$ cat src/design/rv_isa_pkg.sv
package rv_isa_pkg;

	localparam int XLEN = 32;

	typedef logic [XLEN-1:0] word_t;
	typedef logic [4:0]      reg_id_t;
	typedef logic [2:0]      funct3_t;
	typedef logic [6:0]      funct7_t;
	typedef logic [6:0]      opcode_t;
	typedef logic [31:0]     instr_t;

	// Major opcodes
	localparam opcode_t OP_ALUREG = 7'b0110011;
	localparam opcode_t OP_ALUIMM = 7'b0010011;
	localparam opcode_t OP_LUI    = 7'b0110111;

	// M extension marker on OP
	localparam funct7_t F7_MULDIV = 7'b0000001;

	// OP and OP-IMM sub-codes
	localparam funct3_t F3_ADD_SUB = 3'b000;
	localparam funct3_t F3_SLL     = 3'b001;
	localparam funct3_t F3_SLT     = 3'b010;
	localparam funct3_t F3_SLTU    = 3'b011;
	localparam funct3_t F3_XOR     = 3'b100;
	localparam funct3_t F3_SRL_SRA = 3'b101;
	localparam funct3_t F3_OR      = 3'b110;
	localparam funct3_t F3_AND     = 3'b111;

endpackage

$ cat src/design/core_pkg.sv
package core_pkg;

	import rv_isa_pkg::*;

	typedef enum logic [3:0] {
		ALU_ADD,
		ALU_SUB,
		ALU_SLL,
		ALU_SLT,
		ALU_SLTU,
		ALU_XOR,
		ALU_SRL,
		ALU_SRA,
		ALU_OR,
		ALU_AND,
		ALU_PASS_B
	} alu_sel_t;

	typedef enum logic [1:0] {
		CLS_ALU,
		CLS_MUL,
		CLS_DIV,
		CLS_NONE
	} op_class_t;

	typedef struct packed {
		op_class_t cls;
		alu_sel_t  alu_sel;
		funct3_t   funct3;
		reg_id_t   rs1;
		reg_id_t   rs2;
		reg_id_t   rd;
		logic      use_imm;
		word_t     imm;
	} dec_op_t;

	typedef struct packed {
		logic    valid;
		reg_id_t rd;
		word_t   data;
	} retire_t;

	typedef enum logic [1:0] {
		HS_IDLE,
		HS_BUSY,
		HS_ACK
	} hs_state_t;

	localparam int DIV_STEPS = 32;
	localparam int DIV_CNT_W = $clog2(DIV_STEPS);

endpackage

$ cat src/design/rv_decode.sv
module rv_decode import rv_isa_pkg::*, core_pkg::*; (
	input  logic    PH0IN,
	input  logic    rst_n,
	input  logic    instr_req_i,
	input  instr_t  instr_i,
	input  logic    retire_valid_i,
	output logic    instr_ack_o,
	output dec_op_t issue_o,
	output logic    issue_valid_o
);

	hs_state_t state;
	dec_op_t   dec;
	alu_sel_t  sel;
	opcode_t   opcode;
	funct3_t   funct3;
	funct7_t   funct7;
	word_t     imm_i;
	word_t     imm_u;

	assign opcode = instr_i[6:0];
	assign funct3 = instr_i[14:12];
	assign funct7 = instr_i[31:25];
	assign imm_i  = {{20{instr_i[31]}}, instr_i[31:20]};
	assign imm_u  = {instr_i[31:12], 12'h000};

	always_comb begin
		case (funct3)
			F3_ADD_SUB: sel = ALU_ADD;
			F3_SLL:     sel = ALU_SLL;
			F3_SLT:     sel = ALU_SLT;
			F3_SLTU:    sel = ALU_SLTU;
			F3_XOR:     sel = ALU_XOR;
			F3_SRL_SRA: sel = instr_i[30] ? ALU_SRA : ALU_SRL;
			F3_OR:      sel = ALU_OR;
			F3_AND:     sel = ALU_AND;
		endcase
	end

	always_comb begin
		dec.cls     = CLS_NONE;
		dec.alu_sel = sel;
		dec.funct3  = funct3;
		dec.rs1     = instr_i[19:15];
		dec.rs2     = instr_i[24:20];
		dec.rd      = instr_i[11:7];
		dec.use_imm = 1'b0;
		dec.imm     = imm_i;
		case (opcode)
			OP_ALUREG: begin
				if (funct7 == F7_MULDIV) begin
					dec.cls = funct3[2] ? CLS_DIV : CLS_MUL;
				end else begin
					dec.cls = CLS_ALU;
					// Bit 30 turns add into sub only on OP
					if (funct3 == F3_ADD_SUB && instr_i[30]) begin
						dec.alu_sel = ALU_SUB;
					end
				end
			end
			OP_ALUIMM: begin
				dec.cls     = CLS_ALU;
				dec.use_imm = 1'b1;
			end
			OP_LUI: begin
				dec.cls     = CLS_ALU;
				dec.alu_sel = ALU_PASS_B;
				dec.use_imm = 1'b1;
				dec.imm     = imm_u;
			end
			// Unsupported, retire without write
			default: dec.rd = '0;
		endcase
	end

	// Four-phase handshake
	always_ff @(posedge PH0IN) begin
		if (!rst_n) begin
			state         <= HS_IDLE;
			issue_valid_o <= 1'b0;
		end else begin
			issue_valid_o <= 1'b0;
			case (state)
				HS_IDLE: begin
					if (instr_req_i) begin
						issue_o       <= dec;
						issue_valid_o <= 1'b1;
						state         <= HS_BUSY;
					end
				end
				HS_BUSY: begin
					if (retire_valid_i) begin
						state <= HS_ACK;
					end
				end
				HS_ACK: begin
					if (!instr_req_i) begin
						state <= HS_IDLE;
					end
				end
				default: state <= HS_IDLE;
			endcase
		end
	end

	assign instr_ack_o = state == HS_ACK;

endmodule

$ cat config.mk
export PLATFORM = sky130hd
export DESIGN_NAME = rv_decode
export DESIGN_NICKNAME = d
export VERILOG_FILES = /design/src/design/rv_isa_pkg.sv /design/src/design/core_pkg.sv /design/src/design/rv_decode.sv
export SDC_FILE = /design/constraint.sdc
export NUM_CORES = 1
export LEC_CHECK = 0
export BUFFER_PORTS_ARGS = -buffer_cell sky130_fd_sc_hd__buf_2
export CORE_MARGIN = 2
export CORE_UTILIZATION = 51
export DETAILED_ROUTE_END_ITERATION = 12
export PLACE_DENSITY_LB_ADDON = 0.15
export SLEW_MARGIN = 15
export SYNTH_ARGS = -nofsm -noshare
export SYNTH_HDL_FRONTEND = slang
export SYNTH_SLANG_ARGS = --single-unit
$ cat constraint.sdc
create_clock -name PH0IN -period 17 [get_ports PH0IN]
set_clock_uncertainty 0.1 [all_clocks]
set_input_delay 1.7 -clock PH0IN [delete_from_list [all_inputs] [get_ports PH0IN]]
set_output_delay 1.7 -clock PH0IN [all_outputs]
set_load 0.02 [all_outputs]
Word-level counts from Yosys, hierarchy flattened

Index checks and enable logic that the tools add are counted.

Register bits: 60
Output and inout bits: 59

Reduce and logical (&&, ||, !) cells: 8
Eq/ne operators: 16
Multiplexer cells: 15

Operators by type and width:

| cell               | number |
|---|---|
| $pmux 4 s8         | 1 |
| $mux 31            | 1 |
| $eq 7x6->1 const B | 2 |
| $eq 3x3->1 const B | 4 |
| $mux 2             | 5 |
| $mux 4             | 2 |
| $pmux 4 s2         | 1 |
| $eq 7x1->1 const B | 1 |
| $eq 7x5->1 const B | 1 |
| $eq 3x2->1 const B | 2 |
| $ne 2x2->1 const B | 3 |
| $pmux 2 s3         | 1 |
| $reduce_and 3->1   | 2 |
| $pmux 2 s2         | 1 |
| $eq 3x1->1 const B | 1 |
| $logic_not 3->1    | 1 |
| $mux 1             | 3 |
| $reduce_or 3->1    | 1 |
| $eq 2x1->1 const B | 1 |
| $eq 2x2->1 const B | 1 |
| $logic_not 2->1    | 1 |
| $reduce_and 2->1   | 1 |
| $reduce_or 2->1    | 1 |
| $logic_and 1x1->1  | 1 |

Logic depth before layout (Yosys ltp)

Depth in word-level cells: 5
Mapped depth: 6

Worst setup path before layout

Ideal clock, no wire load.

Path type: input port to flip-flop
From: in rst_n
To: reg issue_o[0] (netlist bit) (enable)
Arrival: 7,681 ps
Setup slack: 8,586 ps
Setup time: 633 ps
Cell stages on the path: 2
Required time: 16,267 ps
Cells stage by stage: inv_1 nor4b_1

Word-level cells in the longest chain between the ends: 1

Ends and longest elaborated chain:

| element                           | line            | source |
|---|---|---|
| from (decl)                       | rv_decode.sv:3  | `input logic rst_n,` |
| $reduce_and 3->1 (no source line) | n/a             |  |
| to (signal assigned)              | rv_decode.sv:86 | `issue_o <= dec;` |
| to (decl)                         | rv_decode.sv:8  | `output dec_op_t issue_o,` |

No other way between the ends.
A chain may end at the register's enable or synchronous reset.

Worst setup path after layout

From: in rst_n
To: reg issue_o[47] (netlist bit) (enable)

Same word-level chain as after synthesis.

==> metrics.md <==
| Metric | Value |
|---|---|
| Area growth, synth to finish | 29.4% |
| I/O pins | 95 |
| DR iter-0 viols | between 40 and 50 |
| DR vias | around 1600 |
| PD cells | approximately 100 nW/um^2 |
| Initial antenna violation count | 0 |
| WP data arrival | approximately 3.4 ns |
| Fin crit share | just over 20% |
| Vert. Die Dim | just over 70 um |
| EDFF count, synth | 57 |
| Setup violators final | 0 |
| Drt wl/cell | about 13 um |
| Leak | about 0.0013 uW |
| R2R cell count | 2 |
| Layout cells sized above 1 | 41.4% |
| Synth Flop Type | edfxtp_1 |
| Post-synthesis cell count | roughly 160 |
| Total track usage | 16.8% |
| Yosys reg bits | 60 |
| CTS clk-pin slew, worst paths | ~0.060 ns |
| Worst setup EP type | register |
| Cell count after placement | 303 |
| # hold bufs at CTS | 0 |
| Total setup buffers inserted after CTS | 0 |
| Hold depth | 1 |
| Final hold viol count | 0 |
| Vias per cell | 4.92 |
| Non-Filler Instances | roughly 320 |
| Net count, final | 298 |
| Total CTS buffers | 9 |
| Core area | roughly 4400 um^2 |
| Input/output buffers | 94 |
| Register area share after synthesis | roughly 76% |
| Highest clock rate | 285 MHz |
| Syn_area_per_cell | roughly 14 um^2 |
| Hold Crit Class | reg2reg |
| ANT cells | 0 |
| Cell area after synthesis | about 2300 um^2 |
| Most common cell after layout, fill and taps aside | buf_2 |
| Antenna viol nets, final | 0 |
| Fin Setup TNS | 0 ns |
| Slowest-stage cell, CP | nor4b_2 |
| Gpl congestion | between 0.6 and 0.7 |
| Synth unique cells | 27 |
| Critical setup path kind | in2reg |
| CTS Buffer Depth | 2 |
| Fill count | ~330 |
| Clk sinks | 60 |
| Worst skew pair latency | 0.32 ns |
| Worst path required time | between 15 and 20 ns |
| Fin. max-slew vios | 0 |
| Root Driver | clkbuf_8 |
| Remaining Overflow, GRT | 0 |
| Post-Route WL | just over 4 mm |
| Initial Utilization | about 53% |
| First-pass GRT wire length | 6.37 mm |
| Post-synthesis net count | just under 200 |
| Number of synthesis warnings | 0 |
| Post_cts resized | 0 |
| Rel. slew slack | about 34% |
| Async S/R FF share, synth | 0% |
| Worst slew pin tran | just under 1 ns |
| CP cell instances | buf_2, inv_1, nor4b_2, buf_4 |
| DRT Pass-1 Iters | 4 |
| Detailed placement HPWL | 2.88 mm |
| Pin count of the biggest net entering global routing | 50 |
| Vias in the first global route | 1422 |
| Worst Path Max Fanout | 49 |
| Residual DRC | 0 |
| Max stage delay on crit path | ~0.85 ns |
| Status | finished, final reports clean |
| Std cell rows | 24 |
| Most frequent cells in the layout | buf_2, edfxtp_1, nand2_1 |
| Final min period | 3.51 ns |
| Max VDD drop | 0.0000511 V |
| CTS H-tree depth | 3 |
| CTS tree | done |
| Die span in x | between 70 and 80 um |
| Total Power | approximately 320 uW |
| RSZ-0062 raised after global routing | no |
| Setup crit start kind | primary input |
| Die ar. | roughly 5100 um^2 |
| Max-cap viol count | 0 |
[cell families after synthesis]
kind of cell | after synthesis | share of synthesized area (%)
xor gates and xnor gates | 1 | 0.378
DFF | 60 | 76.4
buffers and inverters | 10 | 2.37
AOI/OAI and AO/OA | 11 | 2.86
and+or+nand+nor | 80 | 18.0
[sequential cells by signal, indices dropped and copies added (netlist names)]
name and count:
issue_valid_o 1, state 2, issue_o 57
[metrics by stage]
| stage | area (um^2) | hold WS [ns] | setup WS (ns) | util [%] |
|---|---|---|---|---|
| global route | 3000 | 0.493 | 13.37 | 69.0 |
| finish | 3000 | 0.439 | 13.49 | 69.0 |
| global placement | 2830 | 0.419 | 13.22 | 65.0 |
| CTS | 3000 | 0.445 | 13.46 | 69.0 |
| floorplan | 2320 | 0.369 | 8.59 | - |
| detailed placement | 2830 | 0.435 | 13.10 | 65.0 |
[cell usage after synthesis (2+ instances only)]
| master | number | area share, % |
|---|---|---|
| edfxtp_1 | 57 | 74 |
| and2_1 | 17 | 4.6 |
| inv_1 | 4 | 0.65 |
| buf_4 | 2 | 0.65 |
| o21ai_0 | 4 | 0.86 |
| nor2_1 | 4 | 0.65 |
| nand2_1 | 42 | 6.8 |
| nand3b_1 | 2 | 0.65 |
| nor3_1 | 2 | 0.43 |
| buf_2 | 2 | 0.43 |
| a21oi_1 | 4 | 0.86 |
| nor2b_1 | 3 | 0.81 |
| dfxtp_1 | 3 | 2.6 |
| nor4b_1 | 3 | 1.1 |
[power by group]
part           leakage [uW]  switching, uW  internal, uW  total (uW)
Sequential         0.000555           1.87           170         172
Clock             0.0000879           48.4          66.3         115
Combinational      0.000608           18.8          9.98        28.7
[cell type report]
cell class	instances	area, um^2	area share (%)
clock inverters	3	38.8	1.29
clock buffers	12	135	4.50
well taps	52	65.1	2.17
flip-flops and latches	60	1770	59.0
repair buffers	95	478	15.9
inverters	4	15.0	0.500
multi-input cells	92	499	16.6
[per-layer routing]
layer | routed length, um | part of all wire (%) | GRT usage, % | vias to the layer above
met2 | 2130 | 51 | 28.3 | 64
li1 | - | - | - | 777
met3 | 304 | 7.3 | 5.06 | 9
met1 | 1650 | 40 | 19.5 | 716
met4 | 77 | 1.9 | 8.81 | 0
met5 | 0 | 0 | 0 | -
[final timing paths]
| check | slack (ns) | to | from |
|---|---|---|---|
| worst max-delay path | 13.49 | issue_o[47]$_DFFE_PP_ | rst_n |
| worst min-delay path | 0.44 | issue_valid_o$_SDFF_PN0_ | state[1]$_SDFFE_PN0P_ |
| worst max register to register | 14.63 | issue_o[47]$_DFFE_PP_ | state[1]$_SDFFE_PN0P_ |
| worst min register to register | 0.44 | issue_valid_o$_SDFF_PN0_ | state[1]$_SDFFE_PN0P_ |
[critical path, delay by kind of cell]
kind	cells	cell delay, ns
buf+inv	3	0.78
simple gates	1	0.85
Note: power is estimated with default switching activity, not from simulation.
