**config.mk**
```make
export PLATFORM = sky130hd
export DESIGN_NAME = rv_execute
export DESIGN_NICKNAME = d
export VERILOG_FILES = /design/src/design/rv_isa_pkg.sv /design/src/design/core_pkg.sv /design/src/design/rv_alu.sv /design/src/design/rv_execute.sv /design/src/design/rv_muldiv.sv
export SDC_FILE = /design/constraint.sdc
export NUM_CORES = 2
export LEC_CHECK = 0
export CAP_MARGIN = 10
export CORE_ASPECT_RATIO = 1.4
export CORE_MARGIN = 2
export CORE_UTILIZATION = 29
export DETAILED_ROUTE_END_ITERATION = 7
export DONT_BUFFER_PORTS = 1
export HOLD_SLACK_MARGIN = 0.03
export PLACE_DENSITY = 0.52
export SKIP_CTS_REPAIR_TIMING = 1
export SLEW_MARGIN = 5
export SYNTH_ARGS = -nofsm -noshare
export SYNTH_HDL_FRONTEND = slang
export SYNTH_SLANG_ARGS = --single-unit
```
**constraint.sdc**
```tcl
create_clock -name PH0IN -period 16.25 [get_ports PH0IN]
set_input_delay 3.25 -clock PH0IN [delete_from_list [all_inputs] [get_ports PH0IN]]
set_output_delay 3.25 -clock PH0IN [all_outputs]
set_load 0.01 [all_outputs]
```
**src/design/rv_isa_pkg.sv**
```systemverilog
package rv_isa_pkg;

	localparam int XLEN = 32;

	typedef logic [XLEN-1:0] word_t;
	typedef logic [4:0]      reg_id_t;
	typedef logic [2:0]      funct3_t;
	typedef logic [6:0]      funct7_t;
	typedef logic [6:0]      opcode_t;
	typedef logic [31:0]     instr_t;

	// Major opcodes
	localparam opcode_t OP_ALUREG = 7'b0110011;
	localparam opcode_t OP_ALUIMM = 7'b0010011;
	localparam opcode_t OP_LUI    = 7'b0110111;

	// M extension marker on OP
	localparam funct7_t F7_MULDIV = 7'b0000001;

	// OP and OP-IMM sub-codes
	localparam funct3_t F3_ADD_SUB = 3'b000;
	localparam funct3_t F3_SLL     = 3'b001;
	localparam funct3_t F3_SLT     = 3'b010;
	localparam funct3_t F3_SLTU    = 3'b011;
	localparam funct3_t F3_XOR     = 3'b100;
	localparam funct3_t F3_SRL_SRA = 3'b101;
	localparam funct3_t F3_OR      = 3'b110;
	localparam funct3_t F3_AND     = 3'b111;

endpackage

```
**src/design/core_pkg.sv**
```systemverilog
package core_pkg;

	import rv_isa_pkg::*;

	typedef enum logic [3:0] {
		ALU_ADD,
		ALU_SUB,
		ALU_SLL,
		ALU_SLT,
		ALU_SLTU,
		ALU_XOR,
		ALU_SRL,
		ALU_SRA,
		ALU_OR,
		ALU_AND,
		ALU_PASS_B
	} alu_sel_t;

	typedef enum logic [1:0] {
		CLS_ALU,
		CLS_MUL,
		CLS_DIV,
		CLS_NONE
	} op_class_t;

	typedef struct packed {
		op_class_t cls;
		alu_sel_t  alu_sel;
		funct3_t   funct3;
		reg_id_t   rs1;
		reg_id_t   rs2;
		reg_id_t   rd;
		logic      use_imm;
		word_t     imm;
	} dec_op_t;

	typedef struct packed {
		logic    valid;
		reg_id_t rd;
		word_t   data;
	} retire_t;

	typedef enum logic [1:0] {
		HS_IDLE,
		HS_BUSY,
		HS_ACK
	} hs_state_t;

	localparam int DIV_STEPS = 32;
	localparam int DIV_CNT_W = $clog2(DIV_STEPS);

endpackage

```
**src/design/rv_alu.sv**
```systemverilog
module rv_alu import rv_isa_pkg::*, core_pkg::*; (
	input  word_t    a_i,
	input  word_t    b_i,
	input  alu_sel_t sel_i,
	output word_t    y_o
);

	logic [XLEN:0] minus;
	logic [XLEN:0] sh_ext;
	logic          lt;
	logic          lts;
	word_t         sh_in;
	word_t         sh_out;

	function automatic word_t rev(input word_t v);
		word_t r;
		for (int i = 0; i < XLEN; i++) begin
			r[i] = v[XLEN-1-i];
		end
		return r;
	endfunction

	// Shared subtractor, carry out gives unsigned less-than
	assign minus = {1'b1, ~b_i} + {1'b0, a_i} + 1'b1;
	assign lt    = minus[XLEN];
	assign lts   = (a_i[XLEN-1] ^ b_i[XLEN-1]) ? a_i[XLEN-1] : lt;

	// Left shift runs through the right shifter bit-reversed
	assign sh_in  = (sel_i == ALU_SLL) ? rev(a_i) : a_i;
	assign sh_ext = $signed({sel_i == ALU_SRA && a_i[XLEN-1], sh_in}) >>> b_i[4:0];
	assign sh_out = sh_ext[XLEN-1:0];

	always_comb begin
		case (sel_i)
			ALU_ADD:    y_o = a_i + b_i;
			ALU_SUB:    y_o = minus[XLEN-1:0];
			ALU_SLL:    y_o = rev(sh_out);
			ALU_SLT:    y_o = {{(XLEN-1){1'b0}}, lts};
			ALU_SLTU:   y_o = {{(XLEN-1){1'b0}}, lt};
			ALU_XOR:    y_o = a_i ^ b_i;
			ALU_SRL:    y_o = sh_out;
			ALU_SRA:    y_o = sh_out;
			ALU_OR:     y_o = a_i | b_i;
			ALU_AND:    y_o = a_i & b_i;
			ALU_PASS_B: y_o = b_i;
			default:    y_o = '0;
		endcase
	end

endmodule

```
**src/design/rv_execute.sv**
```systemverilog
module rv_execute import rv_isa_pkg::*, core_pkg::*; (
	input  logic    PH0IN,
	input  logic    rst_n,
	input  dec_op_t issue_i,
	input  logic    issue_valid_i,
	input  word_t   rs1_i,
	input  word_t   rs2_i,
	output reg_id_t rs1_id_o,
	output reg_id_t rs2_id_o,
	output retire_t retire_o
);

	typedef enum logic [1:0] {
		EX_IDLE,
		EX_RUN,
		EX_WAIT
	} ex_state_t;

	ex_state_t state;
	dec_op_t   op_q;
	word_t     opb;
	word_t     alu_y;
	word_t     md_y;
	logic      md_start;
	logic      md_done;

	always_ff @(posedge PH0IN) begin
		if (issue_valid_i) begin
			op_q <= issue_i;
		end
	end

	assign rs1_id_o = op_q.rs1;
	assign rs2_id_o = op_q.rs2;
	assign opb      = op_q.use_imm ? op_q.imm : rs2_i;
	assign md_start = state == EX_RUN && (op_q.cls == CLS_MUL || op_q.cls == CLS_DIV);

	rv_alu alu0 (
		.a_i   (rs1_i),
		.b_i   (opb),
		.sel_i (op_q.alu_sel),
		.y_o   (alu_y)
	);

	rv_muldiv muldiv0 (
		.PH0IN    (PH0IN),
		.rst_n    (rst_n),
		.start_i  (md_start),
		.funct3_i (op_q.funct3),
		.a_i      (rs1_i),
		.b_i      (rs2_i),
		.y_o      (md_y),
		.done_o   (md_done)
	);

	always_ff @(posedge PH0IN) begin
		if (!rst_n) begin
			state          <= EX_IDLE;
			retire_o.valid <= 1'b0;
		end else begin
			retire_o.valid <= 1'b0;
			case (state)
				EX_IDLE: begin
					if (issue_valid_i) begin
						state <= EX_RUN;
					end
				end
				EX_RUN: begin
					// Single-cycle ops retire straight away
					if (md_start) begin
						state <= EX_WAIT;
					end else begin
						retire_o <= {1'b1, op_q.rd, alu_y};
						state    <= EX_IDLE;
					end
				end
				EX_WAIT: begin
					if (md_done) begin
						retire_o <= {1'b1, op_q.rd, md_y};
						state    <= EX_IDLE;
					end
				end
				default: state <= EX_IDLE;
			endcase
		end
	end

endmodule

```
**src/design/rv_muldiv.sv**
```systemverilog
module rv_muldiv import rv_isa_pkg::*, core_pkg::*; (
	input  logic    PH0IN,
	input  logic    rst_n,
	input  logic    start_i,
	input  funct3_t funct3_i,
	input  word_t   a_i,
	input  word_t   b_i,
	output word_t   y_o,
	output logic    done_o
);

	typedef enum logic [1:0] {
		MD_IDLE,
		MD_DIV,
		MD_DONE
	} md_state_t;

	md_state_t            state;
	logic [DIV_CNT_W-1:0] cnt;
	logic                 m1s;
	logic                 m2s;
	logic                 signed_div;
	logic                 res_sign;
	logic                 fits;
	logic                 mul_neg_q;
	word_t                a_neg;
	word_t                b_neg;
	word_t                mul_a;
	word_t                mul_b;
	word_t                div_a;
	word_t                div_b;
	word_t                quot;
	word_t                div_out;
	logic [2*XLEN-1:0]    prod_q;
	logic [2*XLEN-1:0]    mul_res;
	logic [2*XLEN-1:0]    div_sh;
	logic [XLEN:0]        partial;

	assign a_neg = ~a_i + 1'b1;
	assign b_neg = ~b_i + 1'b1;

	// MUL, MULH and MULHSU treat rs1 as signed, MUL and MULH also rs2
	assign m1s   = funct3_i <= 3'd2 && a_i[XLEN-1];
	assign m2s   = funct3_i <= 3'd1 && b_i[XLEN-1];
	assign mul_a = m1s ? a_neg : a_i;
	assign mul_b = m2s ? b_neg : b_i;

	assign signed_div = funct3_i[2] && !funct3_i[0];
	assign res_sign   = signed_div && (a_i[XLEN-1] ^ b_i[XLEN-1]);
	assign div_a      = (signed_div && a_i[XLEN-1]) ? a_neg : a_i;
	assign div_b      = (signed_div && b_i[XLEN-1]) ? b_neg : b_i;

	// Remainder shifted left by one plus next dividend bit
	assign partial = div_sh[2*XLEN-1:XLEN-1];
	assign fits    = partial >= {1'b0, div_b};

	always_ff @(posedge PH0IN) begin
		if (start_i && !funct3_i[2]) begin
			prod_q    <= mul_a * mul_b;
			mul_neg_q <= m1s ^ m2s;
		end
		if (start_i && funct3_i[2]) begin
			div_sh <= {{XLEN{1'b0}}, div_a};
			quot   <= '0;
		end else if (state == MD_DIV) begin
			quot <= {quot[XLEN-2:0], fits};
			if (fits) begin
				div_sh <= {partial[XLEN-1:0] - div_b, div_sh[XLEN-2:0], 1'b0};
			end else begin
				div_sh <= {div_sh[2*XLEN-2:0], 1'b0};
			end
		end
	end

	always_ff @(posedge PH0IN) begin
		if (!rst_n) begin
			state <= MD_IDLE;
			cnt   <= '0;
		end else begin
			case (state)
				MD_IDLE: begin
					if (start_i) begin
						state <= funct3_i[2] ? MD_DIV : MD_DONE;
						cnt   <= '0;
					end
				end
				MD_DIV: begin
					cnt <= cnt + 1'b1;
					if (cnt == DIV_CNT_W'(DIV_STEPS - 1)) begin
						state <= MD_DONE;
					end
				end
				default: state <= MD_IDLE;
			endcase
		end
	end

	assign mul_res = mul_neg_q ? ~prod_q + 1'b1 : prod_q;
	assign div_out = funct3_i[1] ? div_sh[2*XLEN-1:XLEN] : quot;

	// Sign fix-up, remainder follows the dividend
	always_comb begin
		case (funct3_i)
			3'b000:  y_o = mul_res[XLEN-1:0];
			3'b001:  y_o = mul_res[2*XLEN-1:XLEN];
			3'b010:  y_o = mul_res[2*XLEN-1:XLEN];
			3'b011:  y_o = mul_res[2*XLEN-1:XLEN];
			3'b100:  y_o = res_sign ? ~div_out + 1'b1 : div_out;
			3'b110:  y_o = a_i[XLEN-1] ? ~div_out + 1'b1 : div_out;
			default: y_o = div_out;
		endcase
	end

	assign done_o = state == MD_DONE;

endmodule

```
Word level (Yosys, flattened, before mapping). Cells that the tools add are included.

Bits in registers: 265. Input port bits: 124. Output and inout port bits: 48. Word-level logic and storage cells: 126.

Add/subtract/negate cells: 9. Multipliers: 1. Magnitude comparators: 3. Equal/unequal tests: 27. Shift operators: 1. Multiplexer cells: 29. Bitwise logic cells: 11. Reduce and logical (&&, ||, !) cells: 26.

Operators by type and width (number): $mux W32 (11); $pmux W32 S10 (1); $mux W64 (2); $not A32 Y32 (4); $pmux W32 S4 (1); $add A32 B1 Y32 const B (3); $mux W38 (2); $pmux W38 S2 (1); $add A64 B1 Y64 const B (1); $mul A32 B32 Y64 (1); $not A64 Y64 (1); $add A33 B1 Y33 const B (1); $add A33 B32 Y33 (1); $ge A33 B32 Y1 (1); $sshr A33 B5 Y32 (1); $add A32 B32 Y32 (1); $and A32 B32 Y32 (1); $or A32 B32 Y32 (1); $sub A32 B32 Y32 (1); $xor A32 B32 Y32 (1); $eq A4 B3 Y1 const B (4); $eq A4 B4 Y1 const B (3); $mux W2 (6); $logic_and A1 B1 Y1 (10); other kinds (29) (47).

Logic depth before layout (Yosys ltp).
Depth after elaboration: 8. Gate-level depth with buffers: 38. Depth with buffers taken out: 35.

Cells and area by module. From an unflattened synthesis, not the netlist that was laid out.

Cell total of the unflattened synthesis: 6664. Area total of the unflattened synthesis: 57238.6 µm².

By module, submodules not included: rv_muldiv (times used 1, cells each 5250, area an instance 45159.6 µm², seq. area each 4334.2 µm²); rv_alu (times used 1, cells each 1164, area an instance 7998.9 µm², seq. area each 0.0 µm²); rv_execute (times used 1, cells each 250, area an instance 4080.2 µm², seq. area each 2882.8 µm²).

Worst setup path before layout. Ideal clock, no wire load.

Path type: in2reg. From: in rs1_i[0]. To: reg muldiv0.prod_q[63] (data pin). Library setup time: 0.167 ns. Arrival: 12.430 ns. Data required time: 16.083 ns. Path slack: 3.653 ns. Cell stages on the path: 38. Buffers on the path: 4. Cell sequence: clkbuf_1 -> clkinv_1 -> clkbuf_1 -> ha_1 -> nor3b_1 -> nand4_1 -> nand4b_1 -> or3_1 -> nor2_1 -> nand3_1 -> nand2_1 -> xnor2_1 -> clkbuf_1 -> nand2_1 -> fa_1 -> inv_1 -> fa_1 -> fa_1 -> [... 2 more ...] -> inv_1 -> fa_1 -> fa_1 -> fa_1 -> inv_1 -> fa_1 -> inv_1 -> ha_1 -> clkbuf_1 -> a21oi_1 -> nor3b_1 -> o22ai_1 -> nor2_1 -> or4_1 -> o21ai_0 -> nand3_1 -> o311a_1 -> a211oi_1.

Cells in the longest elaborated chain, start to end: 4.

Ends and longest elaborated chain: start, declared (line rv_execute.sv:6) `input word_t rs1_i,`; $not A32 Y32 (line rv_muldiv.sv:39) `assign a_neg = ~a_i + 1'b1;`; $add A32 B1 Y32 (line rv_muldiv.sv:39); $mux W32 * (line rv_muldiv.sv:45) `assign mul_a = m1s ? a_neg : a_i;`; $mul A32 B32 Y64 * (line rv_muldiv.sv:59) `prod_q <= mul_a * mul_b;`; end signal, assigned (line rv_muldiv.sv:59); end, declared (line rv_muldiv.sv:34) `logic [2*XLEN-1:0] prod_q;`.

Every way passes the cells marked *; elsewhere a longest branch is shown, timed or not. A chain may end at the register's enable or synchronous reset.

Worst setup path after layout.
From: in rs2_i[0]. To: reg muldiv0.prod_q[50] (data pin).

Cells in the longest elaborated chain, start to end: 4.

Ends and longest elaborated chain: start, declared (line rv_execute.sv:7) `input word_t rs2_i,`; $not A32 Y32 (line rv_muldiv.sv:40) `assign b_neg = ~b_i + 1'b1;`; $add A32 B1 Y32 (line rv_muldiv.sv:40); $mux W32 * (line rv_muldiv.sv:46) `assign mul_b = m2s ? b_neg : b_i;`; $mul A32 B32 Y64 * (line rv_muldiv.sv:59).

Marked as above.

==> run_results.csv <==
group,metric,value,unit
clock_network,htreeDepth,1,
synth,synth_area,57400,sq um
synth,yosysTopAreaCell,"fa_1",
die,core_area,197000,sq um
setup_path,crit_required,16.67,ns
placed_design,dpl.hpwl,219,mm
timing,whs,0.457,ns
global_route,grt_max_degree,78,
drt,dr.pass1.iters,6,
timing,timing.fmax,0.0764,GHz
setup_path,worstPathArrival,13.51,ns
die,io_pins,172,
setup_path,crit_fanout,32,
drt,wl_per_cell,29.9,microns
synth,synth_cell_types,91,
synth,synth_xor_area_share,5.34,%
global_route,grt_antenna_before_repair,8,
drt,wl,275,mm
status,status,"finished clean",
timing,setup_tns,0,ns
timing,fin_crit_sh,80.6,%
synth,async_flop_share,0,%
timing,period_minus_slack,13.09,ns
die,fp-row-count,193,
setup_path,critPathKind,"primary input to flip-flop",
finish,layout_commonest_cell,"inv_1",
synth,yosysTopAreaCellShare,31.3,%
die,die_y,530,microns
timing,final_hold_viol_count,0,
synth,synth_top_family_by_area,"adder cells",
global_route,grt_overflow,0,
timing,slew_headroom,4.11,%
flow_run,maxCapViolations,0,
synth,synth_cells,6756,
synth,synthMuxAreaShare,4.26,%
global_route,grt_pass1_wl,389,mm
finish,drive_above_1_share,6.33,%
clock_network,clock-sinks,265,
finish,final_cell_mix,"inv_1, fa_1, nor2_1",
synth,synthAdderAreaFrac,40.1,%
clock_network,path_clk_slew,0.08,ns
global_route,grt.total_usage,26.9,%
clock_network,cts_inserted_buffers,28,
timing,setup-violations-final,0,
drt,first_iter_violations,4138,
finish,area_growth,8.49,%
timing,drv_slew,0,
placed_design,gp_congestion,1.04,
drt,vias_per_cell,5.48,
synth,synth_fp_nets,8180,
timing,rsz0062_at_grt,"no",
placed_design,io_buffers,0,
setup_path,crit_top_cell,"fa_1",
finish,nFillCells,20969,
die,initial_core_util,29.1,%
setup_path,critPathCaptureType,"flip-flop",
synth,synth-edff-count,191,
setup_path,cp-start-kind,"primary input",
synth,yosysWarningCount,0,
synth,synth-compound-area-share,12.2,%
synth,ys_seq_elements,265,
clock_network,cts_root_buffer,"clkbuf_16",
die,die_area,202000,sq um
die,fp.dieW,380,microns
synth,synth_area_leaders,"fa_1, edfxtp_1, ha_1, inv_1, nor2_1",
setup_path,slowest_stage,"o21ai_0",
clock_network,cts_tree,"built",
drt,drc,0,
finish,final_nets,7971,
synth,synth_flop_cell,"edfxtp_1",
timing,tightest_slew,1.43,ns
worst_hold_path,hp-class,"flip-flop to flip-flop",
synth,yosys.area_share.simple,16.0,%
drt,detail-route-antenna-nets,0,
timing,fin_skew,0.0598,ns
drt,dr_total_vias,50416,
synth,yosysSeqAreaShare,12.6,%
setup_path,cpPeakStageDelay,0.63,ns
clock_network,clk_latency,0.68,ns
synth,syn-mean-instance-area,8.50,sq um
global_route,grt_pass1_vias,52784,
clock_network,clk_path_buf_depth,3,
-- worst max-delay path, delay by kind of cell --
| kind | cells | cell delay (ns) |
|---|---|---|
| AOI/OAI and AO/OA | 7 | 2.09 |
| xor gates and xnor gates | 2 | 0.29 |
| adders and majority gates | 10 | 4.77 |
| buffers and inverters | 4 | 0.78 |
| and+or+nand+nor | 8 | 2.20 |
-- cell families after synthesis --
| logic type | count (synthesis) |
|---|---|
| AO/OA/AOI/OAI | 1079 |
| flip-flops | 265 |
| buffers and inverters | 1435 |
| XOR/XNOR | 349 |
| AND/OR/NAND/NOR | 2132 |
| multiplexers | 196 |
| adder cells (fa/ha/maj) | 1300 |
-- final timing paths --
check | startpoint | to | slack (ns) | depth (start not counted)
worst max-delay path | rs2_i[0] | muldiv0.prod_q[50]$_DFFE_PP_ | 3.16 | 31
worst min-delay path | muldiv0.quot[31]$_SDFFE_PP0P_ | muldiv0.quot[31]$_SDFFE_PP0P_ | 0.46 | 2
worst max register to register | op_q[50]$_DFFE_PP_ | muldiv0.prod_q[59]$_DFFE_PP_ | 5.94 | 25
worst min register to register | muldiv0.quot[31]$_SDFFE_PP0P_ | muldiv0.quot[31]$_SDFFE_PP0P_ | 0.46 | 2
-- registers in the layout (all words and copies together), names as in the netlist --
signal	count
muldiv0.mul_neg_q	1
muldiv0.quot	32
muldiv0.div_sh	64
retire_o	38
op_q	47
muldiv0.state	2
state	2
muldiv0.cnt	5
muldiv0.prod_q	64
rs1_id_o	5
rs2_id_o	5
-- area by class of cell --
class / count / area, sq um / share of cell area [%]
tap: 2632 / 3290 / 5.29
multi-input combinational: 5056 / 45700 / 73.4
clock inverter: 23 / 265 / 0.426
inverter: 1038 / 3900 / 6.26
sequential: 265 / 7220 / 11.6
antenna: 4 / 10.0 / 0.0161
timing repair buffer: 158 / 1190 / 1.92
clock buffer: 29 / 704 / 1.13
-- layer usage --
metal | wire length (microns) | vias to the layer above | global-route usage (%)
met2 | 135000 | 2407 | 47.2
li1 | - | 21454 | -
met3 | 17000 | 845 | 3.84
met5 | 0 | - | 0
met1 | 92900 | 25710 | 28.2
met4 | 30100 | 0 | 23.9
-- through the flow --
stage | std cells | util, % | setup WS (ns) | area [sq um]
3_5_place_dp | 9149 | 31.1 | 2.64 | 61300
4_1_cts | 9201 | 31.6 | 3.32 | 62300
2_1_floorplan | 6756 | - | 3.65 | 57400
5_1_grt | 9202 | 31.6 | 2.80 | 62300
6_report | 9205 | 31.6 | 3.16 | 62300
3_3_place_gp | 9148 | 31.1 | 2.64 | 61300
-- Yosys cell counts (15+ instances only) --
| library cell | n |
|---|---|
| or3_1 | 36 |
| mux2_2 | 29 |
| fa_1 | 899 |
| o21a_1 | 16 |
| a31oi_1 | 41 |
| a221oi_1 | 25 |
| nor3_1 | 81 |
| a21o_1 | 68 |
| dfxtp_1 | 74 |
| o41ai_1 | 18 |
| nand2b_1 | 38 |
| edfxtp_1 | 191 |
| nor2_1 | 838 |
| nand4_1 | 32 |
| xnor2_1 | 231 |
| a22oi_1 | 29 |
| buf_2 | 15 |
| o221ai_1 | 29 |
| o211ai_1 | 35 |
| mux2i_1 | 130 |
| nor4_1 | 22 |
| nand2_1 | 827 |
| o31ai_1 | 43 |
| a211oi_1 | 50 |
| nor3b_1 | 20 |
| and3_1 | 27 |
| o21ai_0 | 233 |
| buf_1 | 22 |
| ha_1 | 401 |
| nand3_1 | 55 |
| xor2_1 | 117 |
| mux4_2 | 35 |
| clkbuf_1 | 345 |
| o21bai_1 | 24 |
| a21oi_1 | 300 |
| nor2b_1 | 31 |
| and2_1 | 47 |
| inv_1 | 1033 |
| or2_2 | 20 |
| o22ai_1 | 25 |
| or4_1 | 15 |
Power is not shown: default switching activity piles up to over one toggle a cycle in this logic, so the estimate is an artifact.
